$ cat src/design/irq_cfg_pkg.sv
// ------------------------------
// Interrupt configuration definitions
// Command word bits, interrupt FSM states and timer period
// ------------------------------

package irq_cfg_pkg;

    // PCI command register
    localparam int CMD_W            = 16;
    localparam int CMD_BME_BIT      = 2;
    localparam int CMD_INTX_DIS_BIT = 10;

    // 500 ms at 62.5 MHz
    localparam int unsigned IRQ_PERIOD_DEFAULT = 31_250_000;

    // ------------------------------
    // Interrupt handshake states
    // ------------------------------
    typedef enum logic [2:0] {
        ST_IDLE,
        ST_MSI_ASSERT,
        ST_MSI_RELEASE,
        ST_LEGACY_ASSERT_WAIT,
        ST_LEGACY_ASSERT_HOLD,
        ST_LEGACY_WAIT_SERVICE,
        ST_LEGACY_DEASSERT_WAIT,
        ST_LEGACY_DEASSERT_HOLD
    } irq_state_t;

endpackage

$ cat src/design/tlp_stream_pkg.sv
// ------------------------------
// TLP stream definitions
// Widths and field positions of the 64-bit PCIe core stream
// and the 128-bit TLP word stream
// ------------------------------

package tlp_stream_pkg;

    // ------------------------------
    // Core side, 64-bit beats
    // ------------------------------
    localparam int CORE_DATA_W = 64;
    localparam int CORE_KEEP_W = 8;
    localparam int RX_USER_W   = 22;

    // BAR hit sits above the error bits in the core receive user field
    localparam int BAR_HIT_LSB = 2;
    localparam int BAR_HIT_W   = 7;

    // Byte keep for one or two valid doublewords
    localparam logic [CORE_KEEP_W-1:0] KEEP_ONE_DW = 8'h0f;
    localparam logic [CORE_KEEP_W-1:0] KEEP_TWO_DW = 8'hff;

    // ------------------------------
    // TLP side, 128-bit words
    // ------------------------------
    localparam int TLP_DATA_W = 128;
    localparam int TLP_DW_N   = 4;

    // User field: bit 0 first, bit 1 last, bits 8:2 BAR hit
    localparam int TLP_USER_W = 9;

endpackage
$ cat src/design/pcie_user_top.sv
// ------------------------------
// PCIe user-side top
// Receive packer, interrupt generator and transmit splitter
// ------------------------------
`timescale 1ns/100ps

module pcie_user_top #(
    parameter int unsigned IRQ_PERIOD = irq_cfg_pkg::IRQ_PERIOD_DEFAULT
) (
    input  logic                                   clk_pcie,
    input  logic                                   rst,
    // Core receive stream
    input  logic [tlp_stream_pkg::CORE_DATA_W-1:0] rx_data,
    input  logic [tlp_stream_pkg::CORE_KEEP_W-1:0] rx_keep,
    input  logic                                   rx_last,
    input  logic [tlp_stream_pkg::RX_USER_W-1:0]   rx_user,
    input  logic                                   rx_valid,
    output logic                                   rx_ready,
    // Packed receive TLPs
    output logic [tlp_stream_pkg::TLP_DATA_W-1:0]  rxs_data,
    output logic [tlp_stream_pkg::TLP_DW_N-1:0]    rxs_keepdw,
    output logic                                   rxs_last,
    output logic [tlp_stream_pkg::TLP_USER_W-1:0]  rxs_user,
    output logic                                   rxs_valid,
    // Transmit TLPs
    input  logic [tlp_stream_pkg::TLP_DATA_W-1:0]  txs_data,
    input  logic [tlp_stream_pkg::TLP_DW_N-1:0]    txs_keepdw,
    input  logic                                   txs_last,
    input  logic                                   txs_valid,
    output logic                                   txs_ready,
    // Core transmit stream
    output logic [tlp_stream_pkg::CORE_DATA_W-1:0] tx_data,
    output logic [tlp_stream_pkg::CORE_KEEP_W-1:0] tx_keep,
    output logic                                   tx_last,
    output logic                                   tx_valid,
    input  logic                                   tx_ready,
    // Interrupt
    input  logic [irq_cfg_pkg::CMD_W-1:0]          cfg_command,
    input  logic                                   msi_enable,
    input  logic                                   int_rdy,
    output logic                                   int_valid,
    output logic                                   int_assert
);

    tlp_rx_pack u_rx_pack (
        .clk_pcie   (clk_pcie),
        .rst        (rst),
        .rx_data    (rx_data),
        .rx_keep    (rx_keep),
        .rx_last    (rx_last),
        .rx_user    (rx_user),
        .rx_valid   (rx_valid),
        .rx_ready   (rx_ready),
        .rxs_data   (rxs_data),
        .rxs_keepdw (rxs_keepdw),
        .rxs_last   (rxs_last),
        .rxs_user   (rxs_user),
        .rxs_valid  (rxs_valid)
    );

    irq_gen #(
        .IRQ_PERIOD (IRQ_PERIOD)
    ) u_irq_gen (
        .clk_pcie    (clk_pcie),
        .rst         (rst),
        .cfg_command (cfg_command),
        .msi_enable  (msi_enable),
        .int_rdy     (int_rdy),
        .int_valid   (int_valid),
        .int_assert  (int_assert)
    );

    tlp_tx_split u_tx_split (
        .clk_pcie   (clk_pcie),
        .rst        (rst),
        .txs_data   (txs_data),
        .txs_keepdw (txs_keepdw),
        .txs_last   (txs_last),
        .txs_valid  (txs_valid),
        .tx_ready   (tx_ready),
        .txs_ready  (txs_ready),
        .tx_data    (tx_data),
        .tx_keep    (tx_keep),
        .tx_last    (tx_last),
        .tx_valid   (tx_valid)
    );

endmodule

$ cat src/design/tlp_tx_split.sv
// ------------------------------
// TLP transmit splitter
// Breaks 128-bit TLP words into one or two 64-bit core beats
// ------------------------------
`timescale 1ns/100ps

module tlp_tx_split (
    input  logic                                   clk_pcie,
    input  logic                                   rst,
    input  logic [tlp_stream_pkg::TLP_DATA_W-1:0]  txs_data,
    input  logic [tlp_stream_pkg::TLP_DW_N-1:0]    txs_keepdw,
    input  logic                                   txs_last,
    input  logic                                   txs_valid,
    input  logic                                   tx_ready,
    output logic                                   txs_ready,
    output logic [tlp_stream_pkg::CORE_DATA_W-1:0] tx_data,
    output logic [tlp_stream_pkg::CORE_KEEP_W-1:0] tx_keep,
    output logic                                   tx_last,
    output logic                                   tx_valid
);
    import tlp_stream_pkg::*;

    logic upper_sel;
    logic final_half;
    logic two_dw;

    // Upper half presented, or the word fits in the lower half
    assign final_half = upper_sel || !txs_keepdw[2];
    assign two_dw     = upper_sel ? txs_keepdw[3] : txs_keepdw[1];

    assign tx_valid  = txs_valid;
    assign tx_data   = upper_sel ? txs_data[TLP_DATA_W-1:CORE_DATA_W]
                                 : txs_data[CORE_DATA_W-1:0];
    assign tx_keep   = two_dw ? KEEP_TWO_DW : KEEP_ONE_DW;
    assign tx_last   = txs_last && final_half;
    assign txs_ready = txs_valid && tx_ready && final_half;

    // Half select moves only on beats the core takes
    always_ff @(posedge clk_pcie or posedge rst) begin
        if (rst) begin
            upper_sel <= 1'b0;
        end else if (txs_valid && tx_ready) begin
            upper_sel <= !final_half;
        end
    end

    a_keep_legal : assert property (@(posedge clk_pcie) disable iff (rst)
        tx_valid |-> (tx_keep == KEEP_ONE_DW) || (tx_keep == KEEP_TWO_DW));

endmodule

$ cat src/design/irq_gen.sv
// ------------------------------
// Interrupt generator
// Free-running period timer whose requests go out as MSI
// or as a legacy assert/deassert pair
// ------------------------------
`timescale 1ns/100ps

module irq_gen #(
    parameter int unsigned IRQ_PERIOD = irq_cfg_pkg::IRQ_PERIOD_DEFAULT
) (
    input  logic                         clk_pcie,
    input  logic                         rst,
    input  logic [irq_cfg_pkg::CMD_W-1:0] cfg_command,
    input  logic                         msi_enable,
    input  logic                         int_rdy,
    output logic                         int_valid,
    output logic                         int_assert
);
    import irq_cfg_pkg::*;

    logic [31:0] period_cnt;
    logic        irq_req;
    logic        bme_on;
    logic        legacy_on;
    irq_state_t  state;

    assign bme_on    = cfg_command[CMD_BME_BIT];
    assign legacy_on = !cfg_command[CMD_INTX_DIS_BIT];

    // ------------------------------
    // Period timer
    // ------------------------------
    always_ff @(posedge clk_pcie or posedge rst) begin
        if (rst) begin
            period_cnt <= 32'd0;
            irq_req    <= 1'b0;
        end else if (period_cnt >= IRQ_PERIOD) begin
            period_cnt <= 32'd0;
            irq_req    <= 1'b1;
        end else begin
            period_cnt <= period_cnt + 32'd1;
            irq_req    <= 1'b0;
        end
    end

    // ------------------------------
    // Handshake FSM
    // ------------------------------
    always_ff @(posedge clk_pcie or posedge rst) begin
        if (rst) begin
            state      <= ST_IDLE;
            int_valid  <= 1'b0;
            int_assert <= 1'b0;
        end else begin
            case (state)
                ST_IDLE: begin
                    // Requests outside idle are simply dropped
                    if (irq_req && bme_on) begin
                        if (msi_enable) begin
                            int_valid <= 1'b1;
                            state     <= ST_MSI_ASSERT;
                        end else if (legacy_on) begin
                            int_valid  <= 1'b1;
                            int_assert <= 1'b1;
                            state      <= ST_LEGACY_ASSERT_WAIT;
                        end
                    end
                end
                ST_MSI_ASSERT: begin
                    if (int_rdy) begin
                        state <= ST_MSI_RELEASE;
                    end
                end
                ST_MSI_RELEASE: begin
                    int_valid <= 1'b0;
                    state     <= ST_IDLE;
                end
                ST_LEGACY_ASSERT_WAIT: begin
                    if (int_rdy) begin
                        state <= ST_LEGACY_ASSERT_HOLD;
                    end
                end
                ST_LEGACY_ASSERT_HOLD: begin
                    int_valid <= 1'b0;
                    state     <= ST_LEGACY_WAIT_SERVICE;
                end
                ST_LEGACY_WAIT_SERVICE: begin
                    // Deassert message once the request pulse is gone
                    if (!irq_req) begin
                        int_valid  <= 1'b1;
                        int_assert <= 1'b0;
                        state      <= ST_LEGACY_DEASSERT_WAIT;
                    end
                end
                ST_LEGACY_DEASSERT_WAIT: begin
                    if (int_rdy) begin
                        state <= ST_LEGACY_DEASSERT_HOLD;
                    end
                end
                ST_LEGACY_DEASSERT_HOLD: begin
                    int_valid <= 1'b0;
                    state     <= ST_IDLE;
                end
                default: begin
                    state <= ST_IDLE;
                end
            endcase
        end
    end

    // Assert level must hold for the whole valid phase
    a_assert_stable : assert property (@(posedge clk_pcie) disable iff (rst)
        int_valid && $past(int_valid) |-> int_assert == $past(int_assert));

    // No interrupt leaves idle without bus mastering
    a_bme_gate : assert property (@(posedge clk_pcie) disable iff (rst)
        (state == ST_IDLE) && !bme_on |=> !int_valid);

endmodule

$ cat src/design/tlp_rx_pack.sv
// ------------------------------
// TLP receive packer
// Collects 64-bit core receive beats into 128-bit TLP words
// with first, last and BAR-hit flags
// ------------------------------
`timescale 1ns/100ps

module tlp_rx_pack (
    input  logic                                 clk_pcie,
    input  logic                                 rst,
    input  logic [tlp_stream_pkg::CORE_DATA_W-1:0] rx_data,
    input  logic [tlp_stream_pkg::CORE_KEEP_W-1:0] rx_keep,
    input  logic                                 rx_last,
    input  logic [tlp_stream_pkg::RX_USER_W-1:0]   rx_user,
    input  logic                                 rx_valid,
    output logic                                 rx_ready,
    output logic [tlp_stream_pkg::TLP_DATA_W-1:0]  rxs_data,
    output logic [tlp_stream_pkg::TLP_DW_N-1:0]    rxs_keepdw,
    output logic                                 rxs_last,
    output logic [tlp_stream_pkg::TLP_USER_W-1:0]  rxs_user,
    output logic                                 rxs_valid
);
    import tlp_stream_pkg::*;

    logic [TLP_DATA_W-1:0] word_q;
    logic [2:0]            dw_cnt;
    logic                  first_q;
    logic                  last_q;
    logic [BAR_HIT_W-1:0]  bar_q;
    logic                  word_done;
    logic [2:0]            base;
    logic [2:0]            next_cnt;

    // Word is complete once more than two DWs are in, or the packet ended
    assign word_done = last_q || (dw_cnt > 3'd2);
    assign base      = word_done ? 3'd0 : dw_cnt;
    assign next_cnt  = base + 3'd1 + {2'b00, rx_keep[4]};

    // Core never stalls
    assign rx_ready = 1'b1;

    // Assembly register, beat lands at the current DW slot
    always_ff @(posedge clk_pcie) begin
        if (rx_valid) begin
            for (int i = 0; i < TLP_DW_N; i++) begin
                if (base == 3'(i)) begin
                    word_q[32*i +: 32] <= rx_data[31:0];
                end else if (base + 3'd1 == 3'(i)) begin
                    word_q[32*i +: 32] <= rx_data[63:32];
                end
            end
        end
    end

    always_ff @(posedge clk_pcie or posedge rst) begin
        if (rst) begin
            first_q <= 1'b1;
            last_q  <= 1'b0;
            dw_cnt  <= 3'd0;
            bar_q   <= '0;
        end else if (rx_valid) begin
            if (word_done) begin
                first_q <= last_q;
            end
            last_q <= rx_last;
            dw_cnt <= next_cnt;
            bar_q  <= rx_user[BAR_HIT_LSB +: BAR_HIT_W];
        end else if (word_done) begin
            first_q <= last_q;
            last_q  <= 1'b0;
            dw_cnt  <= 3'd0;
            bar_q   <= '0;
        end
    end

    // Slot n valid when more than n DWs collected
    always_comb begin
        for (int n = 0; n < TLP_DW_N; n++) begin
            rxs_keepdw[n] = (n == 0) || (dw_cnt > 3'(n));
        end
    end

    assign rxs_data  = word_q;
    assign rxs_last  = last_q;
    assign rxs_user  = {bar_q, last_q, first_q};
    assign rxs_valid = word_done;

    a_cnt_range : assert property (@(posedge clk_pcie) disable iff (rst)
        dw_cnt <= 3'd4);

endmodule

$ cat config.mk
export PLATFORM = sky130hd
export DESIGN_NAME = pcie_user_top
export DESIGN_NICKNAME = d
export VERILOG_FILES = /design/src/design/irq_cfg_pkg.sv /design/src/design/tlp_stream_pkg.sv /design/src/design/pcie_user_top.sv /design/src/design/tlp_tx_split.sv /design/src/design/irq_gen.sv /design/src/design/tlp_rx_pack.sv
export SDC_FILE = /design/constraint.sdc
export NUM_CORES = 1
export LEC_CHECK = 0
export ABC_AREA = 1
export ABC_CLOCK_PERIOD_IN_PS = 4700
export BUFFER_PORTS_ARGS = -buffer_cell sky130_fd_sc_hd__buf_2
export CAP_MARGIN = 25
export CORE_AREA = 3 3 180 182
export CTS_CLUSTER_SIZE = 12
export DETAILED_ROUTE_END_ITERATION = 8
export DIE_AREA = 0 0 183 185
export GPL_TIMING_DRIVEN = 0
export PLACE_DENSITY = 0.58
export SETUP_SLACK_MARGIN = 0.4
export SLEW_MARGIN = 20
export SYNTH_ARGS = -nofsm -noshare
export SYNTH_HDL_FRONTEND = slang
export SYNTH_HIERARCHICAL = 1
export SYNTH_SLANG_ARGS = --single-unit
$ cat constraint.sdc
create_clock -name clk_pcie -period 4.7 [get_ports clk_pcie]
set_clock_uncertainty 0.15 [all_clocks]
set_input_delay 0.235 -clock clk_pcie [delete_from_list [all_inputs] [get_ports clk_pcie]]
set_output_delay 0.235 -clock clk_pcie [all_outputs]
set_load 0.01 [all_outputs]
* After elaboration in Yosys (flattened, before gate mapping) *
Cells that the tools add are included.

operators by class
  $add $sub $neg = 3
  $lt $le $gt $ge = 4
  eq/ne operators = 21
  muxes and demuxes = 36
  reduce and logical (&&, ||, !) cells = 27

operator list
  cell                                                            number
  two-way mux 32 bit                                              9
  two-way mux 64 bit                                              1
  adder 32 x 1 -> 32 bit (second input constant)                  1
  >= comparator 32 x 25 -> 1 bit (second input constant)          1
  two-way mux 3 bit                                               9
  case mux 3 bit (7 select lines)                                 1
  equality test 3 x 2 -> 1 bit (second input constant)            6
  two-way mux 7 bit                                               2
  equality test 3 bit (second input constant)                     4
  inequality test 2 bit (second input constant)                   6
  nonzero test 2 bit                                              6
  two-way mux 1 bit                                               11
  equality test 3 x 1 -> 1 bit (second input constant)            3
  zero test 3 bit                                                 3
  two-way mux 8 bit                                               1
  AND reduction 2 bit                                             4
  greater-than comparator 3 x 2 -> 1 bit (second input constant)  2
  AND reduction 6 bit                                             1
  AND reduction 5 bit                                             1
  logical AND 1 bit                                               4
  AND reduction 4 bit                                             1
  adder 3 x 1 -> 3 bit                                            1
  adder 3 x 1 -> 3 bit (second input constant)                    1
  greater-than comparator 3 x 1 -> 1 bit (second input constant)  1
  9 further kinds                                                 11

word-level totals
  register bits = 179
  output and inout bits = 221

* Longest topological paths before layout *
  depth in word-level cells = 7
  mapped depth = 10

* Hierarchy *
Netlist, hierarchy kept.

modules (own cells, without submodules)
  module        times used  cells an instance  area each (µm²)  sequential area each (µm²)
  tlp_rx_pack   1           525                5982.0           4145.2
  irq_gen       1           257                2104.5           950.9
  tlp_tx_split  1           233                994.7            25.0

* Least setup slack after synthesis *
OpenSTA, ideal clock, no wires.

  path type = register to register
  start = register u_rx_pack.last_q (netlist: u_rx_pack/rxs_last)
  end = register u_rx_pack.word_q[64] (netlist: u_rx_pack/rxs_data[64]) (enable)
  setup time = 0.432 ns
  arrival time = 2.496 ns
  data required time = 4.118 ns
  setup slack = 1.622 ns
  stages on the path, launching flop included = 5
  period minus slack after synthesis = 3.078 ns
  path through = dfrtp_1 -> inv_2 -> nand4_4 -> clkbuf_1 -> a21oi_1

on the way
  word-level cells in the longest chain between the ends = 6
  elaborated cells on any way between the ends = 7

RTL lines
  element                                 RTL line           text
  start: declaration                      tlp_rx_pack.sv:28  logic last_q;
  start signal: assignment                tlp_rx_pack.sv:65  last_q <= rx_last;
  logical OR 1 bit *                      tlp_rx_pack.sv:35  assign word_done = last_q || (dw_cnt > 3'd2);
  two-way mux 3 bit *                     tlp_rx_pack.sv:36  assign base = word_done ? 3'd0 : dw_cnt;
  adder 3 x 1 -> 3 bit                    tlp_rx_pack.sv:48  end else if (base + 3'd1 == 3'(i)) begin
  equality test 3 x 2 -> 1 bit            tlp_rx_pack.sv:48
  nonzero test 2 bit (no source line) *   -
  AND reduction 2 bit (no source line) *  -
  end signal: indexed assignment          tlp_rx_pack.sv:47  word_q[32*i +: 32] <= rx_data[31:0];
  end signal: indexed assignment          tlp_rx_pack.sv:49  word_q[32*i +: 32] <= rx_data[63:32];
  end: declaration                        tlp_rx_pack.sv:25  logic [TLP_DATA_W-1:0] word_q;

Mark *: on every way between the ends. The rest lies on a longest branch, timed or not.
A chain may end at the register's enable or synchronous reset.

* Final worst setup path *
  start = register u_rx_pack.last_q (netlist: u_rx_pack/rxs_last)
  end = register u_rx_pack.word_q[85] (netlist: u_rx_pack/rxs_data[85]) (enable)

The elaborated chain is that of the path after synthesis.

==> flow_summary.json <==
{
  "critPathSlowestCell": "a21oi_4",
  "clk-insertion-delay-late_ns": 0.43,
  "die_h_um": 185,
  "synth.top_cell.area_share_pct": 42.3,
  "grt_pass1_wl_um": 53000,
  "fin_nets": 1784,
  "r2r_end": "u_rx_pack/rxs_data[85]",
  "wl_per_cell_um": 19.1,
  "setup_violations": 0,
  "grtUsageTotal_pct": 21.2,
  "synth_xor_xnor_area_share_pct": 1.35,
  "worstSetupPathType": "reg -> reg",
  "synth_warnings": 6,
  "worstPathRequired_ns": 4.67,
  "clockBufferDepth": 2,
  "post_cts_buffers": 0,
  "cp.arrival_ns": 2.65,
  "viasPerCell": 4.55,
  "initial_core_util_pct": 29.5,
  "power.density_mw_per_mm2": 367,
  "synth_top_family_by_area": "simple AND/OR/NAND/NOR gates",
  "root_buffer": "clkbuf_16",
  "critPathLaunchType": "flip-flop",
  "synth_largest_area_cell": "edfxtp_1",
  "multi_input_area_mm2": 0.00330,
  "maxCapViolCount": 0,
  "fill_cells": 3155,
  "synth_simple_gate_area_share_pct": 23.8,
  "grt_pass1_vias": 8514,
  "clk_pin_slew_worst_paths_ns": 0.07,
  "p_leak_nw": 6.29,
  "path_cells": "inv_2 > nand4_4 > clkbuf_1 > a21oi_4 > buf_16",
  "min_period_ns": 2.68,
  "drive_above_1_share_pct": 37.5,
  "design.core.area_mm2": 0.0307,
  "holdWs_ns": 0.0346,
  "io_buffers": 428,
  "critical_path.max_fanout": 18,
  "synthCells": 1015,
  "drt-pass1-iter-count": 7,
  "muxShareOfSynthArea_pct": 0,
  "hp-start": "rx_data[15]",
  "synth_area_mm2": 0.00908,
  "hold_class": "in -> reg",
  "wirelength_um": 37000,
  "hold_depth": 3,
  "rsz0062_at_grt": "no",
  "antenna_left": 0,
  "hpwlAfterDp_um": 30000,
  "reg2reg_from": "u_rx_pack/rxs_last",
  "drc": 0,
  "r2r_cells": 5,
  "synth_edf_count": 128,
  "worst_pin_slew_ns": 0.870,
  "ys.flop_type": "edfxtp_1",
  "status": "completed",
  "design.die.area_mm2": 0.0339,
  "drt_iter0_drc": 762,
  "ios": 472,
  "cts_tree": "yes",
  "rows": 64,
  "synthArstFlopShare_pct": 28.5,
  "synth_cell_type_count": 37,
  "drv_slew": 0,
  "synth-seq-cells": 179,
  "overflow": 0,
  "fmax_mhz": 373,
  "die_w_um": 183,
  "gp_congestion": 0.915,
  "slew_headroom_pct": 42.0,
  "ir_worst_vdd_mv": 0.231,
  "cts.sinks": 179,
  "yosysSeqAreaShare_pct": 56.4,
  "r2r_slack_ns": 2.02,
  "hold_violations": 0,
  "tns_ns": 0,
  "post-route-period-util_pct": 57.0,
  "htree_levels": 4,
  "synth_compound_area_share_pct": 9.30,
  "synthesis.area_per_instance_um2": 8.95,
  "register_area_mm2": 0.00512,
  "yosys-top-cells-area": "edfxtp_1 (42%), nand2_1 (16%), dfrtp_1 (14%)",
  "vias": 8815,
  "min_to": "u_rx_pack/rxs_data[15]",
  "max_stage_delay_ns": 0.77,
  "numCtsBuffers": 17,
  "cp-end-kind": "flip-flop",
  "antenna_found_initial": 4,
  "grt_max_degree": 25,
  "syn2layout_area_growth_pct": 42.8,
  "synth_fa_ha_area_share_pct": 0.827
}
## how the worst max path moves through the flow
stage | from | end | slack [ns] | depth (start not counted)
floorplan | u_rx_pack/rxs_last | u_rx_pack/rxs_data[64] | 1.62 | 4
global placement | u_rx_pack/rxs_last | u_rx_pack/rxs_data[83] | -0.18 | 4
detailed placement | u_rx_pack/rxs_last | u_rx_pack/rxs_data[85] | 2.05 | 5
CTS | u_rx_pack/rxs_last | u_rx_pack/rxs_data[85] | 2.03 | 5
global route | u_rx_pack/rxs_last | u_rx_pack/rxs_data[64] | 1.91 | 5
finish | u_rx_pack/rxs_last | u_rx_pack/rxs_data[85] | 2.02 | 5
## worst max-delay path: cells and delay by family (launching register included)
family | cells | cell delay (ns)
buffers and inverters | 3 | 0.82
AND/OR/NAND/NOR | 1 | 0.20
flip-flops | 1 | 0.41
AO/OA/AOI/OAI | 1 | 0.77
## cells by family after synthesis
family / count (synthesis)
xor gates and xnor gates: 14
DFF: 179
other: 4
adders and majority gates: 6
and+or+nand+nor: 508
AOI/OAI and AO/OA: 159
buffers and inverters: 145
## power breakdown
group	internal [mW]	switching, mW
clock	0.695	0.660
sequential	1.92	0.0630
combinational	0.524	0.899
total	3.14	1.62
## cell type report
type / instances / share of cell area, %
Clock buffer: 18 / 3.31
Clock inverter: 12 / 0.888
Timing Repair Buffer: 480 / 21.2
Buffer: 60 / 3.29
Antenna cell: 2 / 0.0386
Sequential cell: 179 / 39.5
Tap cell: 396 / 3.82
Inverter: 85 / 2.46
Multi-Input combinational cell: 704 / 25.5
## Yosys cell counts, types with 2 or more instances
cell type,number
nand2_1,397
nor3_1,2
o21ai_0,97
nor2_1,43
buf_2,11
nand2_2,8
nand3b_1,5
nand3_1,13
edfxtp_1,128
nand4_1,6
nor2_2,19
buf_4,17
clkbuf_1,16
ha_1,6
o21ai_2,12
nand4_4,2
o21ai_1,37
a21oi_1,12
buf_6,15
nand3_2,2
nor3_2,3
inv_2,10
conb_1,4
inv_1,75
xor2_1,13
dfrtp_1,50
nor2_4,2
## sequential cells by signal (all words and copies together), names as in the netlist
name and count:
u_rx_pack/first_q 1, u_irq_gen/period_cnt 32, u_rx_pack/dw_cnt 3, u_rx_pack/rxs_data 128
u_rx_pack/rxs_last 1, u_irq_gen/irq_req 1, u_irq_gen/int_assert 1, u_rx_pack/bar_q 7
u_irq_gen/state 3, u_irq_gen/int_valid 1, u_tx_split/upper_sel 1
## stage by stage
step                      total power [mW]  util [%]  cells  cell area [µm²]  worst slack (ns)
after floorplan                       2.74         -   1028             9130              1.62
after global placement                3.37      38.3   1852            11800            -0.180
after detailed placement              3.41      38.9   1858            12000              2.05
after CTS                             4.81      42.1   1934            13000              2.03
after global routing                  5.02      42.2   1936            13000              1.91
final                                 4.76      42.2   1936            13000              2.02
## placed cells by master (no fill, tap or decap), drive strengths merged
cell type / instances
o21ai: 146
nand2: 406
clkbuf: 34
conb: 17
clkinvlp: 3
diode: 2
nor2: 64
dfstp: 1
xor2: 13
clkinv: 2
nand3: 16
a21oi: 13
or2: 1
buf: 478
nand4: 8
nor3b: 1
edfxtp: 128
ha: 6
nand3b: 5
and3: 1
inv: 92
dlygate4sd3: 46
dfrtp: 50
xnor2: 1
nor3: 6
## metal layers
metal | up-vias | global-route usage (%) | wire [µm]
met5 | - | 0 | 12
met4 | 2 | 5.48 | 700
met3 | 32 | 5.46 | 3110
met2 | 393 | 38.7 | 19300
met1 | 4108 | 24.8 | 13900
li1 | 4280 | - | -
## what timing repair did
action / in CTS / in global routing
resized for setup: 0 / 0
hold buffers: 46 / 0
hold endpoints to repair: 168 / 0
(Power assumes the default switching activity.)
